<file path="config.mk">
export PLATFORM = sky130hd
export DESIGN_NAME = fetch_ctrl
export DESIGN_NICKNAME = d
export VERILOG_FILES = /design/src/logic/fetch_pkg.sv /design/src/logic/fetch_ctrl.sv
export VERILOG_INCLUDE_DIRS = /design/src /design/src/include
export SDC_FILE = /design/constraint.sdc
export NUM_CORES = 1
export LEC_CHECK = 0
export BUFFER_PORTS_ARGS = -buffer_cell sky130_fd_sc_hd__buf_2
export CAP_MARGIN = 5
export CORE_AREA = 2 2 39 41
export DETAILED_ROUTE_END_ITERATION = 10
export DIE_AREA = 0 0 41 43
export PLACE_DENSITY = 0.54
export SLEW_MARGIN = 10
export SYNTH_ARGS = -nofsm -noshare
export SYNTH_HDL_FRONTEND = slang
export SYNTH_SLANG_ARGS = --single-unit
</file>
<file path="constraint.sdc">
create_clock -name clk -period 1.6 [get_ports clk]
set_input_delay 0.48 -clock clk [delete_from_list [all_inputs] [get_ports clk]]
set_output_delay 0.48 -clock clk [all_outputs]
set_load 0.1 [all_outputs]
</file>
<file path="src/include/fetch_defines.svh">
`ifndef FETCH_DEFINES_SVH
`define FETCH_DEFINES_SVH

// cache geometry
`define FETCH_WAYS 8
`define FETCH_SETS 64

// address split: tag | index | offset
`define FETCH_OFFSET_BITS 3
`define FETCH_INDEX_BITS 6
`define FETCH_TAG_BITS 23

// bit 31 clear means the fetch bypasses the cache
`define FETCH_UNCACHED_BIT 31

`endif
</file>
<file path="src/logic/fetch_pkg.sv">
`include "fetch_defines.svh"

package fetch_pkg;

    typedef logic [31:0] addr_t;
    typedef logic [63:0] block_t;

    typedef logic [`FETCH_TAG_BITS-1:0] tag_t;
    typedef logic [`FETCH_INDEX_BITS-1:0] index_t;
    typedef logic [$clog2(`FETCH_WAYS)-1:0] way_t;

    // bit 0 root, bits 1..2 middle, bits 3..6 leaves
    typedef logic [`FETCH_WAYS-2:0] plru_t;

    typedef enum logic [2:0] {
        idle,
        lookup,
        mem_req,
        mem_wait,
        fill,
        resp
    } ctrl_state_t;

endpackage

</file>
<file path="src/logic/fetch_ctrl.sv">
`timescale 1ns/100ps

module fetch_ctrl (
    input  logic clk,
    input  logic rst,
    input  logic req_valid,
    input  logic flush,
    input  logic uncached,
    input  logic hit,
    input  logic mem_req_ready,
    input  logic mem_resp_valid,
    input  logic resp_ready,
    output logic req_ready,
    output logic lookup_en,
    output logic fill_en,
    output logic flush_en,
    output logic data_load,
    output logic mem_req_valid,
    output logic mem_resp_ready,
    output logic resp_valid
);
    import fetch_pkg::*;

    ctrl_state_t state;
    ctrl_state_t state_next;

    always_comb begin
        state_next = state;
        case (state)
            idle: begin
                if (req_valid) begin
                    state_next = lookup;
                end
            end
            lookup: begin
                if (hit && !uncached) begin
                    state_next = resp;
                end else begin
                    state_next = mem_req;
                end
            end
            mem_req: begin
                if (mem_req_ready) begin
                    state_next = mem_wait;
                end
            end
            mem_wait: begin
                if (mem_resp_valid) begin
                    // uncached data goes straight out, no refill
                    state_next = uncached ? resp : fill;
                end
            end
            fill: begin
                state_next = resp;
            end
            resp: begin
                if (resp_ready) begin
                    state_next = idle;
                end
            end
            default: begin
                state_next = idle;
            end
        endcase
    end

    always_ff @(posedge clk or posedge rst) begin
        if (rst) begin
            state <= idle;
        end else begin
            state <= state_next;
        end
    end

    assign req_ready = (state == idle);

    // a request in the same cycle takes priority over the flush
    assign flush_en = (state == idle) && flush && !req_valid;

    assign lookup_en = (state == lookup) && !uncached;
    assign fill_en = (state == fill);

    // response block from the data array on a hit, from memory otherwise
    assign data_load = (lookup_en && hit) || ((state == mem_wait) && mem_resp_valid);

    assign mem_req_valid = (state == mem_req);
    assign mem_resp_ready = (state == mem_wait);
    assign resp_valid = (state == resp);

endmodule

</file>
==> impl_metrics.sql <==
INSERT INTO impl_metrics (metric_group, metric, value, unit) VALUES
('status', 'violations', 'setup timing', ''),
('grt', 'grt_start_max_net_pins', '9', ''),
('critical_path', 'cpMaxStageDelayCell', 'sky130_fd_sc_hd__dfrtp_1', ''),
('grt', 'global_route_wire_length_before_repair', '1.76', 'mm'),
('cells_and_area', 'largest_reg_flops', '3', ''),
('critical_path', 'reg2reg_slack', '0.35', 'ns'),
('critical_path', 'cp-end-kind', 'primary output', ''),
('sta', 'post-route-min-period', '1.88', 'ns'),
('synth', 'synth_nets', '41', ''),
('critical_path', 'worst-path-max-fanout', '2', ''),
('critical_path', 'criticalPathCategory', 'flip-flop to primary output', ''),
('synth', 'synth-seq-cells', '3', ''),
('synth', 'synth_largest_type_area_fraction', '0.291', ''),
('clocking', 'worstSkewPairLatency', '0.24', 'ns'),
('placement', 'gp_routability_congestion', '0.721', ''),
('sta', 'clock.fmax', '0.532', 'GHz'),
('cells_and_area', 'fin_util', '0.561', ''),
('synth', 'synth_top_area_cell', 'sky130_fd_sc_hd__dfrtp_1', ''),
('synth', 'synth_cells', '32', ''),
('status', 'status', 'finished with violations', ''),
('synth', 'post_synth.cell_area_avg', '8.05', 'µm²'),
('synth', 'synth_edf_count', '0', ''),
('clocking', 'post_cts_hold_buffer_count', '0', ''),
('drt', 'drt_drc_violations_left', '0', ''),
('grt', 'grt_overflow', '0', ''),
('sta', 'timing.clock.skew', '0.00320', 'ns'),
('floorplanning', 'die_y', '43', 'µm'),
('drt', 'first_iter_violations', '4', ''),
('critical_path', 'max_stage_delay', '0.40', 'ns'),
('clocking', 'clock_tree_from_tritoncts', 'yes', ''),
('critical_path', 'timing.critical_path.required', '1.12', 'ns'),
('drt', 'viasPerCell', '4.28', ''),
('synth', 'post_synth_num_cell_types', '20', ''),
('hold_path', 'hold_path_class', 'input pin to async pin', ''),
('synth', 'post_synth_mux_area_share', '0', ''),
('cells_and_area', 'syn2layout_area_growth', '201', '%'),
('cells_and_area', 'filler_cell_count', '119', ''),
('floorplanning', 'initial_core_utilization', '0.186', ''),
('cells_and_area', 'fraction_of_layout_cells_with_a_size_suffix_above_1', '0.786', ''),
('drt', 'vias', '368', ''),
('floorplanning', 'die_footprint', '1760', 'µm²'),
('grt', 'first_global_vias', '414', ''),
('critical_path', 'cp.buffers_inverters', '1', ''),
('critical_path', 'critical_path_source_type', 'flip-flop', ''),
('placement', 'buffer_ports.inserted', '16', ''),
('grt', 'antenna_found_initial', '0', ''),
('cells_and_area', 'largest_registers_ranked_by_flip_flop_count', 'state: 3 flops', ''),
('cells_and_area', 'design.final.nets', '80', ''),
('synth', 'synth_seq_area_share', '0.291', ''),
('clocking', 'cts-root-to-sink-buffers', '2', ''),
('floorplanning', 'die_width', '41', 'µm'),
('synth', 'synth.most_common_cell', 'sky130_fd_sc_hd__nor2_1', ''),
('critical_path', 'reg2reg_to', 'state[2]$_DFFE_PP0P_', ''),
('clocking', 'cts-buffers-inserted', '3', ''),
('floorplanning', 'io_pins', '17', ''),
('sta', 'setup_slack', '-0.278', 'ns'),
('cells_and_area', 'largest_register', 'state', ''),
('clocking', 'clock-root-buffer', 'sky130_fd_sc_hd__clkbuf_4', ''),
('synth', 'post_synth_and_or_nand_nor_area_fraction', '0.398', ''),
('synth', 'synth_compound_gate_area_share', '0.233', ''),
('sta', 'timing.max_slew.rel_slack', '0.846', ''),
('critical_path', 'worst_setup_path_endpoint', 'data_load', ''),
('sta', 'final_worst_path_cycle_share', '1.17', ''),
('critical_path', 'cp.arrival', '1.40', 'ns'),
('synth', 'synthAdderAreaFrac', '0', ''),
('clocking', 'cts_num_sinks', '3', ''),
('critical_path', 'worstReg2RegStart', 'state[1]$_DFFE_PP0P_', ''),
('sta', 'worstMarginPinSlew', '0.231', 'ns'),
('sta', 'total_of_endpoints_with_negative_setup_slack_in_the_final_report', '8', ''),
('floorplanning', 'core', '1380', 'µm²'),
('clocking', 'cts.reportedPaths.clkPinSlew', '0.04', 'ns');
per-stage QoR:
stage               TNS, ns  cell area [µm²]  hold slack (ns)  worst slack (ns)  cells
global route          -1.62              777            0.114            -0.297     86
CTS                   -1.26              754            0.101            -0.274     84
finish                -1.41              777           0.0958            -0.278     86
floorplan             -2.41              332            0.234            -0.751     32
global placement     -0.297              582            0.347            -0.256     69
detailed placement   -0.326              582            0.347            -0.259     69
repair_timing:
action | CTS | global route
endpoints found under the hold margin | 0 | 0
resized for setup | 18 | 3
buffers inserted | 11 | 3
endpoints found under the setup margin | 8 | 8
pin swaps | 6 | 3
metal layers:
layer  part of all wire  wire length (µm)  GRT usage
met5                  0                 0          0
met4              0.013                13     0.0800
met1               0.39               389      0.174
met3              0.024                24     0.0209
met2               0.58               580      0.247
cells in the final DEF (no fill, tap or decap), drive strengths merged, types with 2 or more instances in the layout:
master,netlist,routed
a21boi,2,2
buf,2,36
clkbuf,0,4
dfrtp,3,3
inv,2,2
nand2,3,3
nand2b,3,3
nor2,4,4
nor3,2,2
layout make-up:
cell class                 instances  area, µm²  share of cell area
multi-input combinational         25        248               0.319
clock buffer                       4       26.3              0.0338
sequential                         3       77.6              0.0998
timing repair buffer              36        395               0.509
tap                               16       20.0              0.0258
inverter                           2       10.0              0.0129
how the worst min path moves through the flow:
stage / endpoint / startpoint / depth (start not counted) / slack (ns)
6_report: state[0]$_DFFE_PP0P_ / rst / 2 / 0.1
5_1_grt: state[2]$_DFFE_PP0P_ / rst / 2 / 0.11
4_1_cts: state[2]$_DFFE_PP0P_ / rst / 2 / 0.10
2_1_floorplan: state[0]$_DFFE_PP0P_ / rst / 1 / 0.23
3_3_place_gp: state[0]$_DFFE_PP0P_ / rst / 2 / 0.35
3_5_place_dp: state[1]$_DFFE_PP0P_ / rst / 2 / 0.35
logic make-up after synthesis:
group / Yosys count
compound gates: 7
buf+inv: 4
flops: 3
simple gates: 18
Power is left out: the tool's default activity adds up to more than one toggle a clock period on the data nets, which glitch-free logic cannot reach.
