`src/include/fetch_defines.svh`:
```
`ifndef FETCH_DEFINES_SVH
`define FETCH_DEFINES_SVH

// cache geometry
`define FETCH_WAYS 8
`define FETCH_SETS 64

// address split: tag | index | offset
`define FETCH_OFFSET_BITS 3
`define FETCH_INDEX_BITS 6
`define FETCH_TAG_BITS 23

// bit 31 clear means the fetch bypasses the cache
`define FETCH_UNCACHED_BIT 31

`endif
```
`src/logic/fetch_pkg.sv`:
```
`include "fetch_defines.svh"

package fetch_pkg;

    typedef logic [31:0] addr_t;
    typedef logic [63:0] block_t;

    typedef logic [`FETCH_TAG_BITS-1:0] tag_t;
    typedef logic [`FETCH_INDEX_BITS-1:0] index_t;
    typedef logic [$clog2(`FETCH_WAYS)-1:0] way_t;

    // bit 0 root, bits 1..2 middle, bits 3..6 leaves
    typedef logic [`FETCH_WAYS-2:0] plru_t;

    typedef enum logic [2:0] {
        idle,
        lookup,
        mem_req,
        mem_wait,
        fill,
        resp
    } ctrl_state_t;

endpackage

```
`src/logic/icache_plru.sv`:
```
`timescale 1ns/100ps
`include "fetch_defines.svh"

module icache_plru (
    input  logic clk,
    input  logic rst,
    input  fetch_pkg::index_t index,
    input  logic touch_en,
    input  fetch_pkg::way_t touch_way,
    output fetch_pkg::way_t victim_way
);
    import fetch_pkg::*;

    plru_t trees [`FETCH_SETS];
    plru_t cur_tree;
    plru_t touched_tree;

    logic [2:0] touch_mid;
    logic [2:0] touch_leaf;
    logic [2:0] victim_mid;
    logic [2:0] victim_leaf;

    assign cur_tree = trees[index];

    // node numbers along the path of the touched way
    assign touch_mid = 3'd1 + {2'b00, touch_way[2]};
    assign touch_leaf = 3'd3 + {1'b0, touch_way[2:1]};

    // point every node on the path away from the touched way
    always_comb begin
        touched_tree = cur_tree;
        touched_tree[0] = ~touch_way[2];
        touched_tree[touch_mid] = ~touch_way[1];
        touched_tree[touch_leaf] = ~touch_way[0];
    end

    // walk from the root where 1 selects the upper half
    assign victim_mid = 3'd1 + {2'b00, cur_tree[0]};
    assign victim_leaf = 3'd3 + {1'b0, cur_tree[0], cur_tree[victim_mid]};
    assign victim_way = {cur_tree[0], cur_tree[victim_mid], cur_tree[victim_leaf]};

    always_ff @(posedge clk or posedge rst) begin
        if (rst) begin
            for (int s = 0; s < `FETCH_SETS; s++) begin
                trees[s] <= '0;
            end
        end else if (touch_en) begin
            trees[index] <= touched_tree;
        end
    end

endmodule

```
`config.mk`:
```
export PLATFORM = sky130hd
export DESIGN_NAME = icache_plru
export DESIGN_NICKNAME = d
export VERILOG_FILES = /design/src/logic/fetch_pkg.sv /design/src/logic/icache_plru.sv
export VERILOG_INCLUDE_DIRS = /design/src /design/src/include
export SDC_FILE = /design/constraint.sdc
export NUM_CORES = 1
export LEC_CHECK = 0
export ABC_AREA = 1
export BUFFER_PORTS_ARGS = -buffer_cell sky130_fd_sc_hd__buf_2
export CAP_MARGIN = 20
export CELL_PAD_IN_SITES_DETAIL_PLACEMENT = 0
export CELL_PAD_IN_SITES_GLOBAL_PLACEMENT = 1
export CORE_ASPECT_RATIO = 1.75
export CORE_UTILIZATION = 51
export CTS_BUF_LIST = sky130_fd_sc_hd__clkbuf_8 sky130_fd_sc_hd__clkbuf_16
export CTS_CLUSTER_DIAMETER = 60
export CTS_CLUSTER_SIZE = 20
export DETAILED_ROUTE_END_ITERATION = 10
export HOLD_SLACK_MARGIN = 0.08
export PLACE_DENSITY = 0.87
export SYNTH_ARGS = -nofsm -noshare
export SYNTH_HDL_FRONTEND = slang
export SYNTH_SLANG_ARGS = --single-unit
export TNS_END_PERCENT = 5
```
`constraint.sdc`:
```
create_clock -name clk -period 31.8 [get_ports clk]
set_input_delay 4.77 -clock clk [delete_from_list [all_inputs] [get_ports clk]]
set_output_delay 4.77 -clock clk [all_outputs]
set_load 0.01 [all_outputs]
```
==> impl_results.md, run 1 <==
- R2R depth: 11
- XOR/XNOR share of the synthesized area: 0%
- Average via count per standard cell: 5.51
- Hold Crit Depth: 2
- Layout cells sized above 1: 3.60%
- WP data arrival: 9.25 ns
- Worst-case clock skew: 0.0196 ns
- Num rows: 100
- Final worst path period share: 44.1%
- Clock slew at the register clock pins of the worst setup and hold paths: 0.08 ns
- Largest net degree at the start of global routing: 165
- Final hold slack: 0.486 ns
- Post-Synth Simple-Gate Area: 29.4%
- Worst skew pair latency: 0.59 ns
- IO Port Bufs: 14
- Final Hold Viols: 0
- H-Tree Depth: 1
- Area Growth Syn to Fin: 4.95%
- Initial antenna violation count: 2
- Worst Path Required: 27.03 ns
- Mapped Cells: 2989
- Post-Synth Adder-Cell Area: 0.343%
- Hold_buf cts: 0
- Final setup viols: 0
- Max FFs per register: 448
- Setup TNS: 0 ns
- TritonCTS Buffers: 29
- Avg Synthesized Cell Area: 7.32 um^2
- Distinct cells, synth: 28
- Die W: 159 um
- Worst setup SP type: input pin
- Vias in the first global route: 18400
- Net count, final: 2898
- Post_cts resized: 0
- Crit-path max FO: 109
- WL final: 67900 um
- Minimum clock period after layout: 14.02 ns
- Detailed Place HPWL: 43200 um
- Post-synthesis mux area share: 0%
- Yosys warns: 0
- Fmax: 71.3 MHz
- Peak VDD IR: 52.0 uV
- Die Height: 276 um
- Crit end category: output port
- CTS tree: done
- Post-DRT Antenna Nets: 0
- Final Total Pwr: 1.22 mW
- Synth Area in Compound Gates: 12.1%
- Maximum root-to-sink buffer count: 3
- Mapped cell area: 21900 um^2
- Power Density: 53.0 nW/um^2
- Via count: 19000
- Core Footprint: 42400 um^2
- Syn Nets: 3007
- Clock sinks: 448
- GP Congestion: 0.952
- Largest family of logic cells by synthesized area: simple AND/OR/NAND/NOR gates
- Max-slew violation count: 0
- Critical path type: input pin to output port
- WL/cell: 19.7 um
- Number of setup buffers added after CTS: 0
- Clock Root Buffer: clkbuf_16
- Synthesized flop and latch total: 448
- Initial Util: 51.6%
- Slew HR: 25.8%
- Leak: 11.4 nW
- Worst min path class: flop to flop
- Most flop-heavy register: trees
- RSZ-0062 raised after global routing: no
- Status: completed
- Global-route wire length before repair: 107000 um
- Gr ovfl total: 0
- Worst Max-Slew Pin Slew: 1.10 ns
- Reg2Reg Setup Slack: 28.41 ns
- All-Layer GR Usage: 32.3%
- Max cap viols: 0
- Iter 0 DRT Violations: 1674
- Top flop regs: trees: 448 flops
- IO Pins: 15
- Die area: 43800 um^2
- # DRC: 0
- Drt pass-1 iters: 6
- Seq/Total Area, Yosys: 51.2%
## worst max-delay path: stages
cell and delay [ns]:
clkbuf_8 0.54, buf_4 0.82, buf_4 0.66, nand2_1 0.12
nand2_1 0.10, nand2_1 0.05, nand2_1 0.09, nand2_1 0.05
nand2_1 0.10, nand2_1 0.08, nand2_1 0.14, nor2_1 0.08
nand2_1 0.19, nand2_1 0.13, nand2_1 0.17, inv_1 0.06
ha_1 0.33, nand2_1 0.06, o21a_1 0.18, nand2_1 0.06
nand2_1 0.12, inv_1 0.09, buf_2 0.13
## kinds of logic (layout without fill, tap and decap cells)
logic type	after synthesis	after routing
flops	448	448
buf+inv	350	253
compound gates	514	514
simple gates	1671	1671
fa+ha+maj	6	6
other cells	0	1
## per-layer routing
metal	share of wire (%)	vias up	GRT usage, %
met5	0.012	-	0
met4	5.1	2	15.1
met3	5.3	140	2.90
met2	50	607	55.1
met1	39	9143	41.0
li1	-	9139	-
## cells in the mapped netlist (all sizes together)
master  count  area [um^2]
a21oi      64          328
a22oi       2         28.8
a31oi      38          238
buf        90          513
clkbuf     92          360
dfrtp     448        11200
ha          6         75.1
inv       168          631
nand2    1425         5350
nand3      84          420
nand3b      1         7.51
nand4       6         37.5
nor2      134          510
nor3       16         80.1
o211ai      1         7.51
o21a        2         15.0
o21ai     406         2030
o22ai       1         6.26
or2         5         31.3
## power by group
part	internal, mW	switching, mW
combinational	0.0537	0.128
clock	0.175	0.203
sequential	0.627	0.0304
## worst paths after layout
path | start | end
min in group asynchronous | rst | trees[425]
setup reg to reg | trees[419] | trees[335]
hold / removal | trees[402] | trees[402]
hold reg to reg | trees[402] | trees[402]
max in group asynchronous | rst | trees[139]
setup / recovery | index[0] | victim_way[0]
## placed cells by master, fill, tap and decap left out, drive strengths merged, types with 2 or more instances in the layout
cell,count
nand2,1425
a21oi,64
inv,174
clkinvlp,2
nand3,84
o21a,2
o21ai,406
clkbuf,33
clkinv,3
nand4,6
nor2,134
ha,6
a22oi,2
nor3,16
a31oi,38
or2,5
buf,41
dfrtp,448
## through the flow
stage               worst slack, ns  cells  util (%)  area, um^2
detailed placement            17.86   3408      52.0       22000
floorplan                     14.54   2989         -       21900
CTS                           17.83   3451      54.0       22900
finish                        17.78   3454      54.1       23000
global placement              17.86   3407      52.0       22000
global route                  17.42   3454      54.1       23000
## area by class of cell
| type | count | area [um^2] |
|---|---|---|
| fillers | 4134 | 19500 |
| clock buffers | 32 | 767 |
| diodes | 1 | 2.50 |
| inverters | 168 | 644 |
| repair buffers | 42 | 344 |
| well taps | 561 | 702 |
| multi-input cells | 2191 | 9200 |
| flip-flops and latches | 448 | 11200 |
| clock inverters | 11 | 90.1 |
(Power assumes the default switching activity.)
==> run 2, diff against run 1 <==
- ABC_AREA: 1 -> 0
- PLACE_DENSITY: 0.87 -> 0.82
- clock period: 31.8 -> 14.4 ns (I/O delays scaled with it)
==> impl_results.md, run 2 <==
- Status: completed
- TritonCTS Buffers: 27 (-6.9%)
- Post-Synth Adder-Cell Area: 0.368% (+0.025 points)
- Commonest non-fill, non-tap cell in the layout: dfrtp_1
- Die area: 40900 um^2 (-6.6%)
- Share of the synthesized area in the top cell type: 54.9% (+3.7 points)
- Reg2Reg Setup Slack: 10.62 ns (-17.79 ns)
- Post-Synth Simple-Gate Area: 10.7% (-19 points)
- Worst min path class: flop to flop
- FFs w/ async S/R, synth: 100% (unchanged)
- H-Tree Depth: 1 (unchanged)
- Gr ovfl total: 0 (unchanged)
- Vias in the first global route: 15700 (-15%)
- Die Height: 267 um (-3.4%)
- Worst skew pair latency: 0.59 ns (about the same)
- WL final: 67900 um (about the same)
- Main synth FF type: dfrtp_1
- Slew HR: 17.1% (-8.7 points)
- Die W: 153 um (-3.4%)
- Clock Root Buffer: clkbuf_16
- Max cap viols: 0 (unchanged)
- Layout cells sized above 1: 13.9% (+10 points)
- Hold_buf cts: 0 (unchanged)
- Final worst path period share: 64.4%
- Count leader, synth: dfrtp_1
- Largest cells by area after synthesis: dfrtp_1, o21ai_0, mux2_2, nand2_1, a22oi_1
- Largest family of logic cells by synthesized area: compound AO/OA/AOI/OAI gates
- Initial antenna violation count: 2 (unchanged)
- Most frequent cells in the layout: dfrtp_1, nand2_1, o21ai_0
- Synth Area in Compound Gates: 20.1% (+7.9 points)
- Crit-path max FO: 53 (-51%)
- IO Port Bufs: 14 (unchanged)
- Critical Path, Cell by Cell: buf_4, buf_4, and3_1, a22oi_1, a31oi_1, a221oi_1, and4_1, mux2i_1, inv_1, ha_1, mux2i_1, a221o_1, a221o_1, buf_2
- Synthesized flop and latch total: 448 (unchanged)
- Gate power share: 14.5% (-0.4 points)
- Critical-path top delay cell: and3_1
- Worst setup SP type: input pin
- Most flop-heavy register: trees
- Crit-path max cell delay: 0.77 ns (-0.05 ns)
- Peak VDD IR: 129 uV (+150%)
- All-Layer GR Usage: 34.0% (+1.7 points)
- Clock sinks: 448 (unchanged)
- Largest net degree at the start of global routing: 174 (+5.5%)
- Core Util, Final: 54.7% (+0.57 points)
- Layout Cells excl Fill: 2368 (-31%)
- Syn Nets: 1984 (-34%)
- Worst Max-Slew Pin Slew: 1.24 ns (+0.135 ns)
- Max FFs per register: 448 (unchanged)
- IO Pins: 15 (unchanged)
- Ant. Diodes: 0 (-1)
- Initial Util: 52.0% (+0.39 points)
- CTS tree: done
- Avg Synthesized Cell Area: 10.4 um^2 (+42%)
- Net count, final: 1891 (-35%)
- Fmax: 108 MHz
- Leak: 9.33 nW (-18%)
- Number of setup buffers added after CTS: 0 (unchanged)
- # DRC: 0 (unchanged)
- Clock share of power: 28.9% (-2.2 points)
- Cell area after layout: 21500 um^2 (-6.4%)
- Detailed Place HPWL: 45100 um (+4.3%)
- Worst Path Required: 12.24 ns (-14.79 ns)
- RSZ-0062 raised after global routing: no
- Post_cts resized: 0 (unchanged)
- Via count: 15700 (-18%)
- Yosys warns: 0 (unchanged)
- Max-slew violation count: 0 (unchanged)
- Final setup viols: 0 (unchanged)
- Distinct cells, synth: 69 (+150%)
- Seq/Total Area, Yosys: 54.9% (+3.7 points)
- Iter 0 DRT Violations: 1599 (-4.5%)
- XOR/XNOR share of the synthesized area: 0% (unchanged)
- Top flop regs: trees: 448 flops
- P_int: 1.87 mW (+120%)
- Clock slew at the register clock pins of the worst setup and hold paths: 0.08 ns (about the same)
- GP Congestion: 0.962 (+1.0%)
- Post-synth EDFFs: 0 (unchanged)
- Area Growth Syn to Fin: 5.25%
- Average via count per standard cell: 6.62 (+20%)
- Post-synthesis mux area share: 9.54% (+9.5 points)
- WL/cell: 28.7 um (+46%)
- Num rows: 96 (-4.0%)
- Mapped Cells: 1966 (-34%)
- Sequential share of power: 56.5% (+2.5 points)
- Mapped cell area: 20400 um^2 (-6.7%)
- Setup TNS: 0 ns (unchanged)
- Power Density: 123 nW/um^2 (+130%)
- Core Footprint: 39300 um^2 (-7.4%)
- Global-route wire length before repair: 102000 um (-4.7%)
- Worst-case clock skew: 0.0201 ns (+0.000569 ns)
- Placed Cells: 2331 (-32%)
- Crit end category: output port
- Drt pass-1 iters: 8 (+2)
- Post-DRT Antenna Nets: 0 (unchanged)
- Dpl cell area: 20700 um^2 (-6.1%)
- WP data arrival: 7.11 ns (-2.14 ns)
- Psw: 0.774 mW (+110%)
- Critical path type: input pin to output port
- Switch share: 29.3% (-0.41 points)
- Commonest cells post-synth: dfrtp_1, nand2_1, o21ai_0
- Minimum clock period after layout: 9.27 ns
- Synth area leader: dfrtp_1
- Final Hold Viols: 0 (unchanged)
- Final hold slack: 0.479 ns (-0.00665 ns)
- Maximum root-to-sink buffer count: 3 (unchanged)
[run 2: final cells by class]
class	instances	area, um^2
well taps	490	613
fillers	3482	17800
clock inverters	7	52.6
multi-input cells	1325	8400
repair buffers	58	488
inverters	13	52.6
clock buffers	27	676
flip-flops and latches	448	11200
[run 2: power by group through the flow]
| stage | Clock, mW | Combinational (mW) | Sequential [mW] |
|---|---|---|---|
| after floorplan | 0 | 0.265 | 1.47 |
| after global placement | 0 | 0.363 | 1.51 |
| after detailed placement | 0 | 0.378 | 1.52 |
| after CTS | 0.776 | 0.378 | 1.49 |
| after global routing | 0.817 | 0.421 | 1.51 |
| final | 0.766 | 0.384 | 1.50 |
[run 2: stage by stage]
step / setup slack, ns / power, mW
floorplan: 6.18 / 1.74
global placement: 5.36 / 1.88
detailed placement: 5.29 / 1.89
CTS: 5.29 / 2.65
global route: 5.06 / 2.74
finish: 5.13 / 2.65
[run 2: worst max-delay path, delay by kind of cell]
kind	cells	cell delay, ns
compound gates	5	1.46
fa+ha+maj	1	0.37
buf+inv	4	1.52
mux	2	0.47
simple gates	2	1.10
[run 2: worst paths after layout]
kind                            start       endpoint  cells after the start
max                          index[1]  victim_way[0]                     14
min                        trees[260]     trees[260]                      2
max reg2reg                trees[219]     trees[191]                      9
min reg2reg                trees[260]     trees[260]                      2
max in group asynchronous         rst     trees[146]                      5
min in group asynchronous         rst     trees[214]                      3
[run 2: layer usage]
metal	up-vias	GRT usage, %	part of all wire [%]	wire length, um
li1	6849	-	-	-
met1	7844	42.8	38	26000
met2	738	56.1	48	32700
met3	235	4.01	6.5	4430
met4	4	21.2	7.1	4820
met5	-	0	0.035	24
[run 2: logic make-up after synthesis]
group / Yosys count
flops: 448
mux: 166
compound gates: 653
simple gates: 500
fa+ha+maj: 6
buf+inv: 193
